<file path="src/logic/sram_fifo_params.svh">
// size macros for the four-queue packet buffer
`ifndef SRAM_FIFO_PARAMS_SVH
`define SRAM_FIFO_PARAMS_SVH

// number of independent queues
`define SF_NUM_QUEUES 4

// stream word width in bits
`define SF_DATA_W 32

// memory words reserved per queue
`define SF_REGION_DEPTH 16

// ingress and egress buffer depth
`define SF_BUF_DEPTH 4

// max words written per grant
`define SF_BURST_LEN 4

`endif

</file>
<file path="src/logic/sram_fifo_pkg.sv">
// shared vector typedefs and the write arbiter state enum
`include "sram_fifo_params.svh"

package sram_fifo_pkg;

    // stream payload word
    typedef logic [`SF_DATA_W-1:0] data_t;

    // queue number
    typedef logic [1:0] queue_id_t;

    // head or tail position inside one region
    typedef logic [3:0] region_ptr_t;

    // {queue, position} address into the shared array
    typedef logic [5:0] slot_addr_t;

    // words held in one region, 0 to 16
    typedef logic [4:0] fill_count_t;

    // free egress places for one queue, 0 to 4
    typedef logic [2:0] credit_t;

    typedef enum logic {
        arb_idle,
        arb_burst
    } arb_state_t;

endpackage

</file>
<file path="src/logic/queue_word_if.sv">
// word channel carrying a tagged data word, used for memory writes and read returns
`timescale 1ns/1ps

interface queue_word_if
    import sram_fifo_pkg::*;
();

    // sender has checked for room before it drives valid
    logic      valid;
    queue_id_t qid;
    data_t     data;
    logic      last;

    modport src (
        output valid, qid, data, last
    );

    modport dst (
        input valid, qid, data, last
    );

endinterface

</file>
<file path="src/logic/queue_memory.sv">
// shared word array split into per-queue regions, with head/tail/count and registered reads
`timescale 1ns/1ps
`include "sram_fifo_params.svh"

module queue_memory
    import sram_fifo_pkg::*;
(
    input  logic                     clk,
    input  logic                     memreset,
    queue_word_if.dst                wr_ch,
    input  logic                     rd_req_valid,
    input  queue_id_t                rd_req_qid,
    queue_word_if.src                rd_ret,
    output logic [`SF_NUM_QUEUES-1:0] region_full,
    output logic [`SF_NUM_QUEUES-1:0] region_empty
);

    localparam int slots = `SF_NUM_QUEUES * `SF_REGION_DEPTH;

    data_t                     mem_data [slots];
    logic                      mem_last [slots];
    region_ptr_t               head [`SF_NUM_QUEUES];
    region_ptr_t               tail [`SF_NUM_QUEUES];
    fill_count_t               count [`SF_NUM_QUEUES];
    slot_addr_t                wr_addr;
    slot_addr_t                rd_addr;
    logic [`SF_NUM_QUEUES-1:0] wr_hit;
    logic [`SF_NUM_QUEUES-1:0] rd_hit;

    // queue number picks the region, pointer the slot inside it
    assign wr_addr = {wr_ch.qid, tail[wr_ch.qid]};
    assign rd_addr = {rd_req_qid, head[rd_req_qid]};

    always_comb
    begin
        for (int i = 0; i < `SF_NUM_QUEUES; i++)
        begin
            wr_hit[i]       = wr_ch.valid && (wr_ch.qid == queue_id_t'(i));
            rd_hit[i]       = rd_req_valid && (rd_req_qid == queue_id_t'(i));
            region_full[i]  = (count[i] == fill_count_t'(`SF_REGION_DEPTH));
            region_empty[i] = (count[i] == '0);
        end
    end

    ////////////////////////////////////////
    // storage and read return
    ////////////////////////////////////////

    always_ff @(posedge clk)
    begin
        if (wr_ch.valid)
        begin
            mem_data[wr_addr] <= wr_ch.data;
            mem_last[wr_addr] <= wr_ch.last;
        end
        // read data lands on rd_ret one cycle after the request
        if (rd_req_valid)
        begin
            rd_ret.data <= mem_data[rd_addr];
            rd_ret.last <= mem_last[rd_addr];
            rd_ret.qid  <= rd_req_qid;
        end
    end

    ////////////////////////////////////////
    // region bookkeeping
    ////////////////////////////////////////

    always_ff @(posedge clk)
    begin
        if (memreset)
        begin
            rd_ret.valid <= 1'b0;
            for (int i = 0; i < `SF_NUM_QUEUES; i++)
            begin
                head[i]  <= '0;
                tail[i]  <= '0;
                count[i] <= '0;
            end
        end
        else
        begin
            rd_ret.valid <= rd_req_valid;
            for (int i = 0; i < `SF_NUM_QUEUES; i++)
            begin
                if (wr_hit[i])
                    tail[i] <= tail[i] + 1'b1;
                if (rd_hit[i])
                    head[i] <= head[i] + 1'b1;
                // read and write on one queue cancel out
                if (wr_hit[i] && !rd_hit[i])
                    count[i] <= count[i] + 1'b1;
                else if (rd_hit[i] && !wr_hit[i])
                    count[i] <= count[i] - 1'b1;
            end
        end
    end

endmodule

</file>
<file path="src/logic/read_arbiter.sv">
// credit-based round-robin read request issue toward the egress buffers
`timescale 1ns/1ps
`include "sram_fifo_params.svh"

module read_arbiter
    import sram_fifo_pkg::*;
(
    input  logic                     clk,
    input  logic                     memreset,
    input  logic [`SF_NUM_QUEUES-1:0] region_empty,
    input  logic [`SF_NUM_QUEUES-1:0] m_valid,
    input  logic [`SF_NUM_QUEUES-1:0] m_ready,
    output logic                     rd_req_valid,
    output queue_id_t                rd_req_qid
);

    credit_t                   credit [`SF_NUM_QUEUES];
    queue_id_t                 last_q;
    logic [`SF_NUM_QUEUES-1:0] eligible;
    logic [`SF_NUM_QUEUES-1:0] spend;
    logic [`SF_NUM_QUEUES-1:0] give_back;
    logic                      found;
    queue_id_t                 pick_q;

    // a queue needs stored words and a free egress place
    always_comb
    begin
        for (int i = 0; i < `SF_NUM_QUEUES; i++)
        begin
            eligible[i] = !region_empty[i] && (credit[i] != '0);
        end
    end

    always_comb
    begin : pick_next
        queue_id_t cand;
        found  = 1'b0;
        pick_q = last_q;
        for (int i = 1; i <= `SF_NUM_QUEUES; i++)
        begin
            cand = queue_id_t'((int'(last_q) + i) % `SF_NUM_QUEUES);
            if (!found && eligible[cand])
            begin
                found  = 1'b1;
                pick_q = cand;
            end
        end
    end

    assign rd_req_valid = found;
    assign rd_req_qid   = pick_q;

    always_comb
    begin
        for (int i = 0; i < `SF_NUM_QUEUES; i++)
        begin
            spend[i]     = found && (pick_q == queue_id_t'(i));
            give_back[i] = m_valid[i] && m_ready[i];
        end
    end

    ////////////////////////////////////////
    // credit counters
    ////////////////////////////////////////

    always_ff @(posedge clk)
    begin
        if (memreset)
        begin
            last_q <= '0;
            for (int i = 0; i < `SF_NUM_QUEUES; i++)
            begin
                credit[i] <= credit_t'(`SF_BUF_DEPTH);
            end
        end
        else
        begin
            if (found)
                last_q <= pick_q;
            for (int i = 0; i < `SF_NUM_QUEUES; i++)
            begin
                if (spend[i] && !give_back[i])
                    credit[i] <= credit[i] - 1'b1;
                else if (give_back[i] && !spend[i])
                    credit[i] <= credit[i] + 1'b1;
            end
        end
    end

endmodule

</file>
<file path="src/logic/sram_fifo_top.sv">
// top level with ingress/egress buffers, write and read arbiters and the shared memory
`timescale 1ns/1ps
`include "sram_fifo_params.svh"

module sram_fifo_top
    import sram_fifo_pkg::*;
(
    input  logic                     clk,
    input  logic                     memreset,

    // input streams
    input  logic [`SF_NUM_QUEUES-1:0] s_valid,
    output logic [`SF_NUM_QUEUES-1:0] s_ready,
    input  logic [`SF_NUM_QUEUES-1:0] s_last,
    input  data_t                    s_data [`SF_NUM_QUEUES],

    // output streams
    output logic [`SF_NUM_QUEUES-1:0] m_valid,
    input  logic [`SF_NUM_QUEUES-1:0] m_ready,
    output logic [`SF_NUM_QUEUES-1:0] m_last,
    output data_t                    m_data [`SF_NUM_QUEUES]
);

    logic [`SF_NUM_QUEUES-1:0] ing_valid;
    logic [`SF_NUM_QUEUES-1:0] ing_last;
    data_t                     ing_data [`SF_NUM_QUEUES];
    logic [`SF_NUM_QUEUES-1:0] grant_pop;
    logic [`SF_NUM_QUEUES-1:0] region_full;
    logic [`SF_NUM_QUEUES-1:0] region_empty;
    logic                      rd_req_valid;
    queue_id_t                 rd_req_qid;
    logic [`SF_NUM_QUEUES-1:0] egr_push;

    queue_word_if wr_ch ();
    queue_word_if rd_ret ();

    ////////////////////////////////////////
    // ingress side
    ////////////////////////////////////////

    for (genvar i = 0; i < `SF_NUM_QUEUES; i++)
    begin : g_ingress
        word_buffer #(.depth(`SF_BUF_DEPTH)) u_ing_buf (
            .clk       (clk),
            .memreset  (memreset),
            .in_valid  (s_valid[i]),
            .in_ready  (s_ready[i]),
            .in_data   (s_data[i]),
            .in_last   (s_last[i]),
            .out_valid (ing_valid[i]),
            .out_ready (grant_pop[i]),
            .out_data  (ing_data[i]),
            .out_last  (ing_last[i])
        );
    end

    write_arbiter u_write_arb (
        .clk         (clk),
        .memreset    (memreset),
        .req_valid   (ing_valid),
        .req_last    (ing_last),
        .req_data    (ing_data),
        .grant_pop   (grant_pop),
        .region_full (region_full),
        .wr_ch       (wr_ch)
    );

    queue_memory u_queue_mem (
        .clk          (clk),
        .memreset     (memreset),
        .wr_ch        (wr_ch),
        .rd_req_valid (rd_req_valid),
        .rd_req_qid   (rd_req_qid),
        .rd_ret       (rd_ret),
        .region_full  (region_full),
        .region_empty (region_empty)
    );

    read_arbiter u_read_arb (
        .clk          (clk),
        .memreset     (memreset),
        .region_empty (region_empty),
        .m_valid      (m_valid),
        .m_ready      (m_ready),
        .rd_req_valid (rd_req_valid),
        .rd_req_qid   (rd_req_qid)
    );

    ////////////////////////////////////////
    // egress side
    ////////////////////////////////////////

    // steer each read return to the buffer of its queue
    always_comb
    begin
        for (int i = 0; i < `SF_NUM_QUEUES; i++)
        begin
            egr_push[i] = rd_ret.valid && (rd_ret.qid == queue_id_t'(i));
        end
    end

    for (genvar i = 0; i < `SF_NUM_QUEUES; i++)
    begin : g_egress
        // every read was issued against a credit so the buffer always has room
        word_buffer #(.depth(`SF_BUF_DEPTH)) u_egr_buf (
            .clk       (clk),
            .memreset  (memreset),
            .in_valid  (egr_push[i]),
            .in_ready  (),
            .in_data   (rd_ret.data),
            .in_last   (rd_ret.last),
            .out_valid (m_valid[i]),
            .out_ready (m_ready[i]),
            .out_data  (m_data[i]),
            .out_last  (m_last[i])
        );
    end

endmodule

</file>
<file path="src/logic/word_buffer.sv">
// small circular word fifo with valid/ready on both sides
`timescale 1ns/1ps
`include "sram_fifo_params.svh"

module word_buffer
    import sram_fifo_pkg::*;
#(
    parameter int depth = `SF_BUF_DEPTH
)
(
    input  logic  clk,
    input  logic  memreset,
    input  logic  in_valid,
    output logic  in_ready,
    input  data_t in_data,
    input  logic  in_last,
    output logic  out_valid,
    input  logic  out_ready,
    output data_t out_data,
    output logic  out_last
);

    localparam int ptr_w = (depth > 1) ? $clog2(depth) : 1;
    localparam int cnt_w = $clog2(depth + 1);

    data_t            mem_data [depth];
    logic             mem_last [depth];
    logic [ptr_w-1:0] wr_ptr;
    logic [ptr_w-1:0] rd_ptr;
    logic [cnt_w-1:0] count;
    logic             push;
    logic             pop;

    // wrap for depths that are not a power of two
    function automatic logic [ptr_w-1:0] next_ptr(input logic [ptr_w-1:0] ptr);
        if (ptr == ptr_w'(depth - 1))
            return '0;
        return ptr + 1'b1;
    endfunction

    assign in_ready  = (count != cnt_w'(depth));
    assign out_valid = (count != '0);
    assign push      = in_valid && in_ready;
    assign pop       = out_valid && out_ready;
    assign out_data  = mem_data[rd_ptr];
    assign out_last  = mem_last[rd_ptr];

    always_ff @(posedge clk)
    begin
        if (push)
        begin
            mem_data[wr_ptr] <= in_data;
            mem_last[wr_ptr] <= in_last;
        end
    end

    always_ff @(posedge clk)
    begin
        if (memreset)
        begin
            wr_ptr <= '0;
            rd_ptr <= '0;
            count  <= '0;
        end
        else
        begin
            if (push)
                wr_ptr <= next_ptr(wr_ptr);
            if (pop)
                rd_ptr <= next_ptr(rd_ptr);
            // simultaneous push and pop leaves count alone
            if (push && !pop)
                count <= count + 1'b1;
            else if (pop && !push)
                count <= count - 1'b1;
        end
    end

endmodule

</file>
<file path="src/logic/write_arbiter.sv">
// round-robin burst arbiter moving ingress words onto the memory write channel
`timescale 1ns/1ps
`include "sram_fifo_params.svh"

module write_arbiter
    import sram_fifo_pkg::*;
(
    input  logic                     clk,
    input  logic                     memreset,
    input  logic [`SF_NUM_QUEUES-1:0] req_valid,
    input  logic [`SF_NUM_QUEUES-1:0] req_last,
    input  data_t                    req_data [`SF_NUM_QUEUES],
    output logic [`SF_NUM_QUEUES-1:0] grant_pop,
    input  logic [`SF_NUM_QUEUES-1:0] region_full,
    queue_word_if.src                wr_ch
);

    localparam int burst_w = $clog2(`SF_BURST_LEN + 1);

    arb_state_t         state;
    queue_id_t          cur_q;
    logic [burst_w-1:0] burst_cnt;
    logic               pick_found;
    queue_id_t          pick_q;
    logic               pop;
    queue_id_t          pop_q;
    logic               burst_end;

    ////////////////////////////////////////
    // queue selection
    ////////////////////////////////////////

    // search starts one past the last granted queue
    always_comb
    begin : pick_next
        queue_id_t cand;
        pick_found = 1'b0;
        pick_q     = cur_q;
        for (int i = 1; i <= `SF_NUM_QUEUES; i++)
        begin
            cand = queue_id_t'((int'(cur_q) + i) % `SF_NUM_QUEUES);
            if (!pick_found && req_valid[cand] && !region_full[cand])
            begin
                pick_found = 1'b1;
                pick_q     = cand;
            end
        end
    end

    // idle grants the picked queue at once, burst sticks with cur_q
    always_comb
    begin
        if (state == arb_burst)
        begin
            pop_q = cur_q;
            pop   = req_valid[cur_q] && !region_full[cur_q];
        end
        else
        begin
            pop_q = pick_q;
            pop   = pick_found;
        end
    end

    assign burst_end = req_last[pop_q] || (burst_cnt == burst_w'(`SF_BURST_LEN - 1));

    ////////////////////////////////////////
    // burst tracking
    ////////////////////////////////////////

    always_ff @(posedge clk)
    begin
        if (memreset)
        begin
            state     <= arb_idle;
            cur_q     <= '0;
            burst_cnt <= '0;
        end
        else if (pop)
        begin
            cur_q <= pop_q;
            if (burst_end)
            begin
                state     <= arb_idle;
                burst_cnt <= '0;
            end
            else
            begin
                state     <= arb_burst;
                burst_cnt <= burst_cnt + 1'b1;
            end
        end
        else if (state == arb_burst)
        begin
            // ingress ran dry or region filled
            state     <= arb_idle;
            burst_cnt <= '0;
        end
    end

    always_comb
    begin
        for (int i = 0; i < `SF_NUM_QUEUES; i++)
        begin
            grant_pop[i] = pop && (pop_q == queue_id_t'(i));
        end
    end

    // popped word goes straight to memory
    assign wr_ch.valid = pop;
    assign wr_ch.qid   = pop_q;
    assign wr_ch.data  = req_data[pop_q];
    assign wr_ch.last  = req_last[pop_q];

endmodule

</file>
<file path="config.mk">
export PLATFORM = sky130hd
export DESIGN_NAME = sram_fifo_top
export DESIGN_NICKNAME = d
export VERILOG_FILES = /design/src/logic/sram_fifo_pkg.sv /design/src/logic/queue_word_if.sv /design/src/logic/queue_memory.sv /design/src/logic/read_arbiter.sv /design/src/logic/sram_fifo_top.sv /design/src/logic/word_buffer.sv /design/src/logic/write_arbiter.sv
export VERILOG_INCLUDE_DIRS = /design/src /design/src/logic
export SDC_FILE = /design/constraint.sdc
export NUM_CORES = 2
export LEC_CHECK = 0
export ABC_CLOCK_PERIOD_IN_PS = 8550
export CAP_MARGIN = 20
export CORE_UTILIZATION = 50
export DETAILED_ROUTE_END_ITERATION = 12
export DONT_BUFFER_PORTS = 1
export GPL_ROUTABILITY_DRIVEN = 0
export SETUP_SLACK_MARGIN = 0.02
export SLEW_MARGIN = 30
export SYNTH_ARGS = -nofsm -noshare
export SYNTH_HDL_FRONTEND = slang
export SYNTH_SLANG_ARGS = --single-unit
</file>
<file path="constraint.sdc">
create_clock -name clk -period 8.55 [get_ports clk]
set_input_delay 0 -clock clk [delete_from_list [all_inputs] [get_ports clk]]
set_output_delay 0 -clock clk [all_outputs]
set_load 0.01 [all_outputs]
</file>
## Word level (Yosys, flattened, before mapping)

Memory sizes are Yosys's and may differ from the RTL's. A register that Yosys moved wholly into a read port is not among the register bits.
Cells that the tools add are included.

- Bits in registers: 67
- Bits in writable memories: 3,232
- Bits of input ports: 142
- Memories: 22

- Add/subtract/negate cells: 65
- Order comparisons: 11
- Eq/ne operators: 38
- Muxes and demuxes: 307
- Bitwise logic cells: 26
- Reductions and logical operators: 144

Memories:

| name | words | width | rd ports | clocked after memory_dff | wr ports | line | source |
|---|---|---|---|---|---|---|---|
| u_queue_mem.mem_data | 64 | 32 | 1 | 1 | 1 | queue_memory.sv:20 | `data_t mem_data [slots];` |
| g_egress[0].u_egr_buf.mem_data | 4 | 32 | 1 | 1 | 1 | word_buffer.sv:26 | `data_t mem_data [depth];` |
| g_egress[1].u_egr_buf.mem_data | 4 | 32 | 1 | 1 | 1 | word_buffer.sv:26 |  |
| g_egress[2].u_egr_buf.mem_data | 4 | 32 | 1 | 1 | 1 | word_buffer.sv:26 |  |
| g_egress[3].u_egr_buf.mem_data | 4 | 32 | 1 | 1 | 1 | word_buffer.sv:26 |  |
| g_ingress[0].u_ing_buf.mem_data | 4 | 32 | 1 | 1 | 1 | word_buffer.sv:26 |  |
| +16 memories | n/a | n/a | n/a | n/a | n/a | n/a |  |

Operators by type and width:

| kind | count |
|---|---|
| 1-bit two-way mux | 173 |
| 2-bit two-way mux | 73 |
| 3-bit two-way mux | 27 |
| 1-bit logical AND | 75 |
| 32-bit binary-select mux with 2-bit select | 1 |
| 32-bit two-way mux | 2 |
| 2-bit equality test (second input constant) | 22 |
| 2-bit by 1-bit adder with 2-bit output (second input constant) | 20 |
| 5-bit two-way mux | 8 |
| 3-bit by 1-bit adder with 3-bit output (second input constant) | 13 |
| 1-bit zero test | 39 |
| 3-bit nonzero test | 12 |
| 3-bit by 1-bit subtractor with 3-bit output (second input constant) | 12 |
| 4-bit by 1-bit adder with 4-bit output (second input constant) | 8 |
| 4-bit two-way mux | 8 |
| 1-bit binary-select mux with 2-bit select | 15 |
| 2-bit by 3-bit < comparator with 1-bit output (second input constant) | 10 |
| 3-bit != test (second input constant) | 8 |
| 1-bit OR | 24 |
| 5-bit by 1-bit adder with 5-bit output (second input constant) | 4 |
| 5-bit equality test (second input constant) | 4 |
| 5-bit zero test | 4 |
| 5-bit by 1-bit subtractor with 5-bit output (second input constant) | 4 |
| 2-bit nonzero test | 9 |
| 9 further kinds | 16 |

## Logic depth before layout (Yosys ltp)

- Depth after elaboration: 28
- Gate-level depth with buffers: 19

## Hierarchy

Synthesis repeated with hierarchy kept, for this count alone.

- Cell total of the unflattened synthesis: 7,230
- Area, all modules: 132,358.2 µm²

By module, submodules not included:

| module | times used | cells an instance | area each (µm²) |
|---|---|---|---|
| queue_memory | 1 | 5,159 | 87,656.6 |
| word_buffer | 8 | 221 | 5,226.3 |
| write_arbiter | 1 | 176 | 1,666.6 |
| read_arbiter | 1 | 123 | 1,187.4 |
| sram_fifo_top | 1 | 4 | 37.5 |

## Worst setup path before layout

OpenSTA, ideal clock, no wires.

- Path kind: register to register
- Start point: mem u_queue_mem.count[1][3] in the netlist's numbering
- End point: mem u_queue_mem.mem_data[0][10] in the netlist's numbering (data pin)
- Setup time: 702 ps
- Arrival: 5,480 ps
- Required time: 7,848 ps
- Slack: 2,368 ps
- Stages on the path, launching flop included: 10
- Path buffers: 2
- Cells stage by stage: edfxtp_1 > or4_4 > o32ai_1 > o221ai_1 > a2111oi_4 > xnor2_4 > buf_6 > clkbuf_1 > mux2i_1 > o21ai_0

RTL lines:

| what | line | source |
|---|---|---|
| start, declared | queue_memory.sv:24 | `` fill_count_t count [`SF_NUM_QUEUES]; `` |
| end, declared | queue_memory.sv:20 |  |

==> impl_metrics.toml <==
[floorplan]
start_util_pct = 50.3
die_w_um = 513
rows = 187
core-area_sq_um = 260000
fp.dieH_um = 513
ioPinCount = 282
dieArea_sq_um = 263000

[clocking]
clockBufferDepth = 4
cts_tree = "built"
cts.htree.levels = 5
numCtsBuffers = 344
cts_root_buf = "clkbuf_16"
cts_resized = 0
clk_pin_slew_ps = 60
cts_num_sinks = 3348
cts_hold_buf = 283
post_cts_buffers = 0
clk_latency_ps = 930

[yosys]
async_reset_ff_share_pct = 0
synthCells = 7494
synth_cell_types = 81
syn-num-nets = 7723
avgSynthCellArea_sq_um = 17.4
synth.yosys.seq_area_share_pct = 76.3
ys_ff_latch = 3348
synth_area_leaders = "edfxtp_1 75%, mux4_2 4.6%, mux2_2 3.1%"
yosys_warnings = 0
synth_edf_count = 3267
synth_top_area_share_pct = 75.1
synthFlopType = "edfxtp_1"
syn_area_sq_um = 131000
synth_top_cell_by_area = "edfxtp_1"

[route]
vias = 72827
postRouteAntennaNets = 0
drc = 0
first_pass_iters = 6
drt_iter0_markers = 8349
wl_um = 365000
wire_per_inst_um = 31.4
via_per_inst = 6.26

[sta]
slew_headroom_pct = 30.4
finClkSkew_ps = 53.7
worst_pin_slew_ps = 1040
final_hold_viol_count = 0
grt_setup_unrepaired = "no"
drv_slew = 0
period_minus_slack_ps = 6180
finalSetupTns_ps = 0
finalSetupViolCount = 0
fmaxAchievable_mhz = 162
period_share_pct = 72.3

[finish]
fillers = 19486
area_growth_pct = 14.9
finalNetCount = 8153
final_common_cell = "edfxtp_1"
layout_common_cells = "3267 x edfxtp_1, 726 x nand2_1, 362 x mux2_2, 353 x clkbuf_16, 297 x mux2i_1"
layout-drive-gt1-share_pct = 18.9

[global_routing]
grt_antenna_before_repair = 21
grt_max_degree = 117
grt_pass1_vias = 72454
grtUsageTotal_pct = 27.4
grt_pass1_wl_um = 522000
grt.overflow.total = 0

[critical_path]
required_ps = 9200
cp-end-kind = "flip-flop"
start_kind = "flip-flop"
worstSetupPathType = "flip-flop to flip-flop"
cp_max_fo = 51
cp.arrival_ps = 6830

[placed_design]
dp_hpwl_um = 211000
io_buffers = 0

[run_status]
status = "finished clean"

[flow_run]
cap_viol_max_count = 0

[hold_path]
hold_class = "primary input to flip-flop"
-- synth_stat cells, types with 126 or more instances --
cell      number
mux4_2       264
edfxtp_1    3267
buf_2        126
a22oi_1      163
o21ai_0      165
clkbuf_1     247
a31oi_1      140
nor2_1       236
mux2_2       362
mux2i_1      299
nand2_1      728
nand3_1      293
-- area by class of cell --
cell class | instances | area [sq um] | share of cell area (%)
tap | 3402 | 4260 | 2.83
antenna | 12 | 30.0 | 0.0200
inverter | 73 | 275 | 0.183
timing repair buffer | 533 | 5140 | 3.42
clock buffer | 423 | 9140 | 6.08
multi-input combinational | 3624 | 29800 | 19.8
sequential | 3348 | 99800 | 66.4
clock inverter | 210 | 1780 | 1.18
-- registers in the layout (all words and copies together), names as in the netlist, 3 cells and up, named ones only --
name	count
u_read_arb.credit	12
u_queue_mem.mem_data	2048
u_queue_mem.tail	16
g_ingress.u_ing_buf.wr_ptr	8
u_queue_mem.count	20
g_ingress.u_ing_buf.mem_last	16
u_queue_mem.mem_last	64
g_egress.u_egr_buf.count	12
g_ingress.u_ing_buf.count	12
g_egress.u_egr_buf.mem_last	16
g_ingress.u_ing_buf.rd_ptr	8
g_egress.u_egr_buf.wr_ptr	8
u_queue_mem.head	16
g_egress.u_egr_buf.mem_data	512
u_write_arb.burst_cnt	3
g_ingress.u_ing_buf.mem_data	512
g_egress.u_egr_buf.rd_ptr	8
u_queue_mem.rd_ret.data	32
-- critical path, stage by stage, from the launching register on --
cell      delay, ps
edfxtp_1        450
inv_1           110
ha_1            190
nor4b_1         550
nor2_1          180
a32o_1          360
nor3_4          470
inv_2           220
o211ai_1        350
and2_4          640
nand2_4         560
buf_4           480
o221ai_1        260
o21ai_0         130
a22oi_1         710
nand4_1         160
-- cell families after synthesis --
group,after synthesis,synth area share (%)
flip-flops,3348,76.3
AND/OR/NAND/NOR,1494,5.05
AO/OA/AOI/OAI,1068,5.70
multiplexers,926,9.97
buffers and inverters,522,1.69
adder cells (fa/ha/maj),87,0.914
XOR/XNOR,49,0.343
-- metal layers --
layer	track usage [%]	up-vias	share of wire (%)
met4	9.32	16	3.5
met3	4.69	608	8.3
met2	44.7	3498	48
met5	0	-	0.030
li1	-	30732	-
met1	37.5	37973	40
-- metrics by stage --
step	hold WS [ps]	cells	setup slack, ps	util (%)	cell area (sq um)
final	77.9	11625	2370	57.8	150000
after global routing	76.3	11618	2020	57.8	150000
after CTS	8.97	11605	2400	57.7	150000
after detailed placement	81.2	10689	2470	52.5	136000
after global placement	78.2	10676	2490	52.3	136000
after floorplan	98.9	7494	2370	-	131000
-- final timing paths --
kind | end | from | depth (start not counted) | slack (ps)
max | u_queue_mem.rd_ret.data[1] | u_queue_mem.count[3][0] | 15 | 2370
min | u_read_arb.credit[2][2] | m_ready[2] | 4 | 80
max reg2reg | u_queue_mem.rd_ret.data[1] | u_queue_mem.count[3][0] | 15 | 2370
min reg2reg | g_ingress[3].u_ing_buf.rd_ptr[1] | g_ingress[3].u_ing_buf.rd_ptr[1] | 2 | 470
Power is left out: the tool's default activity adds up to more than one toggle a clock period on the data nets, which glitch-free logic cannot reach.
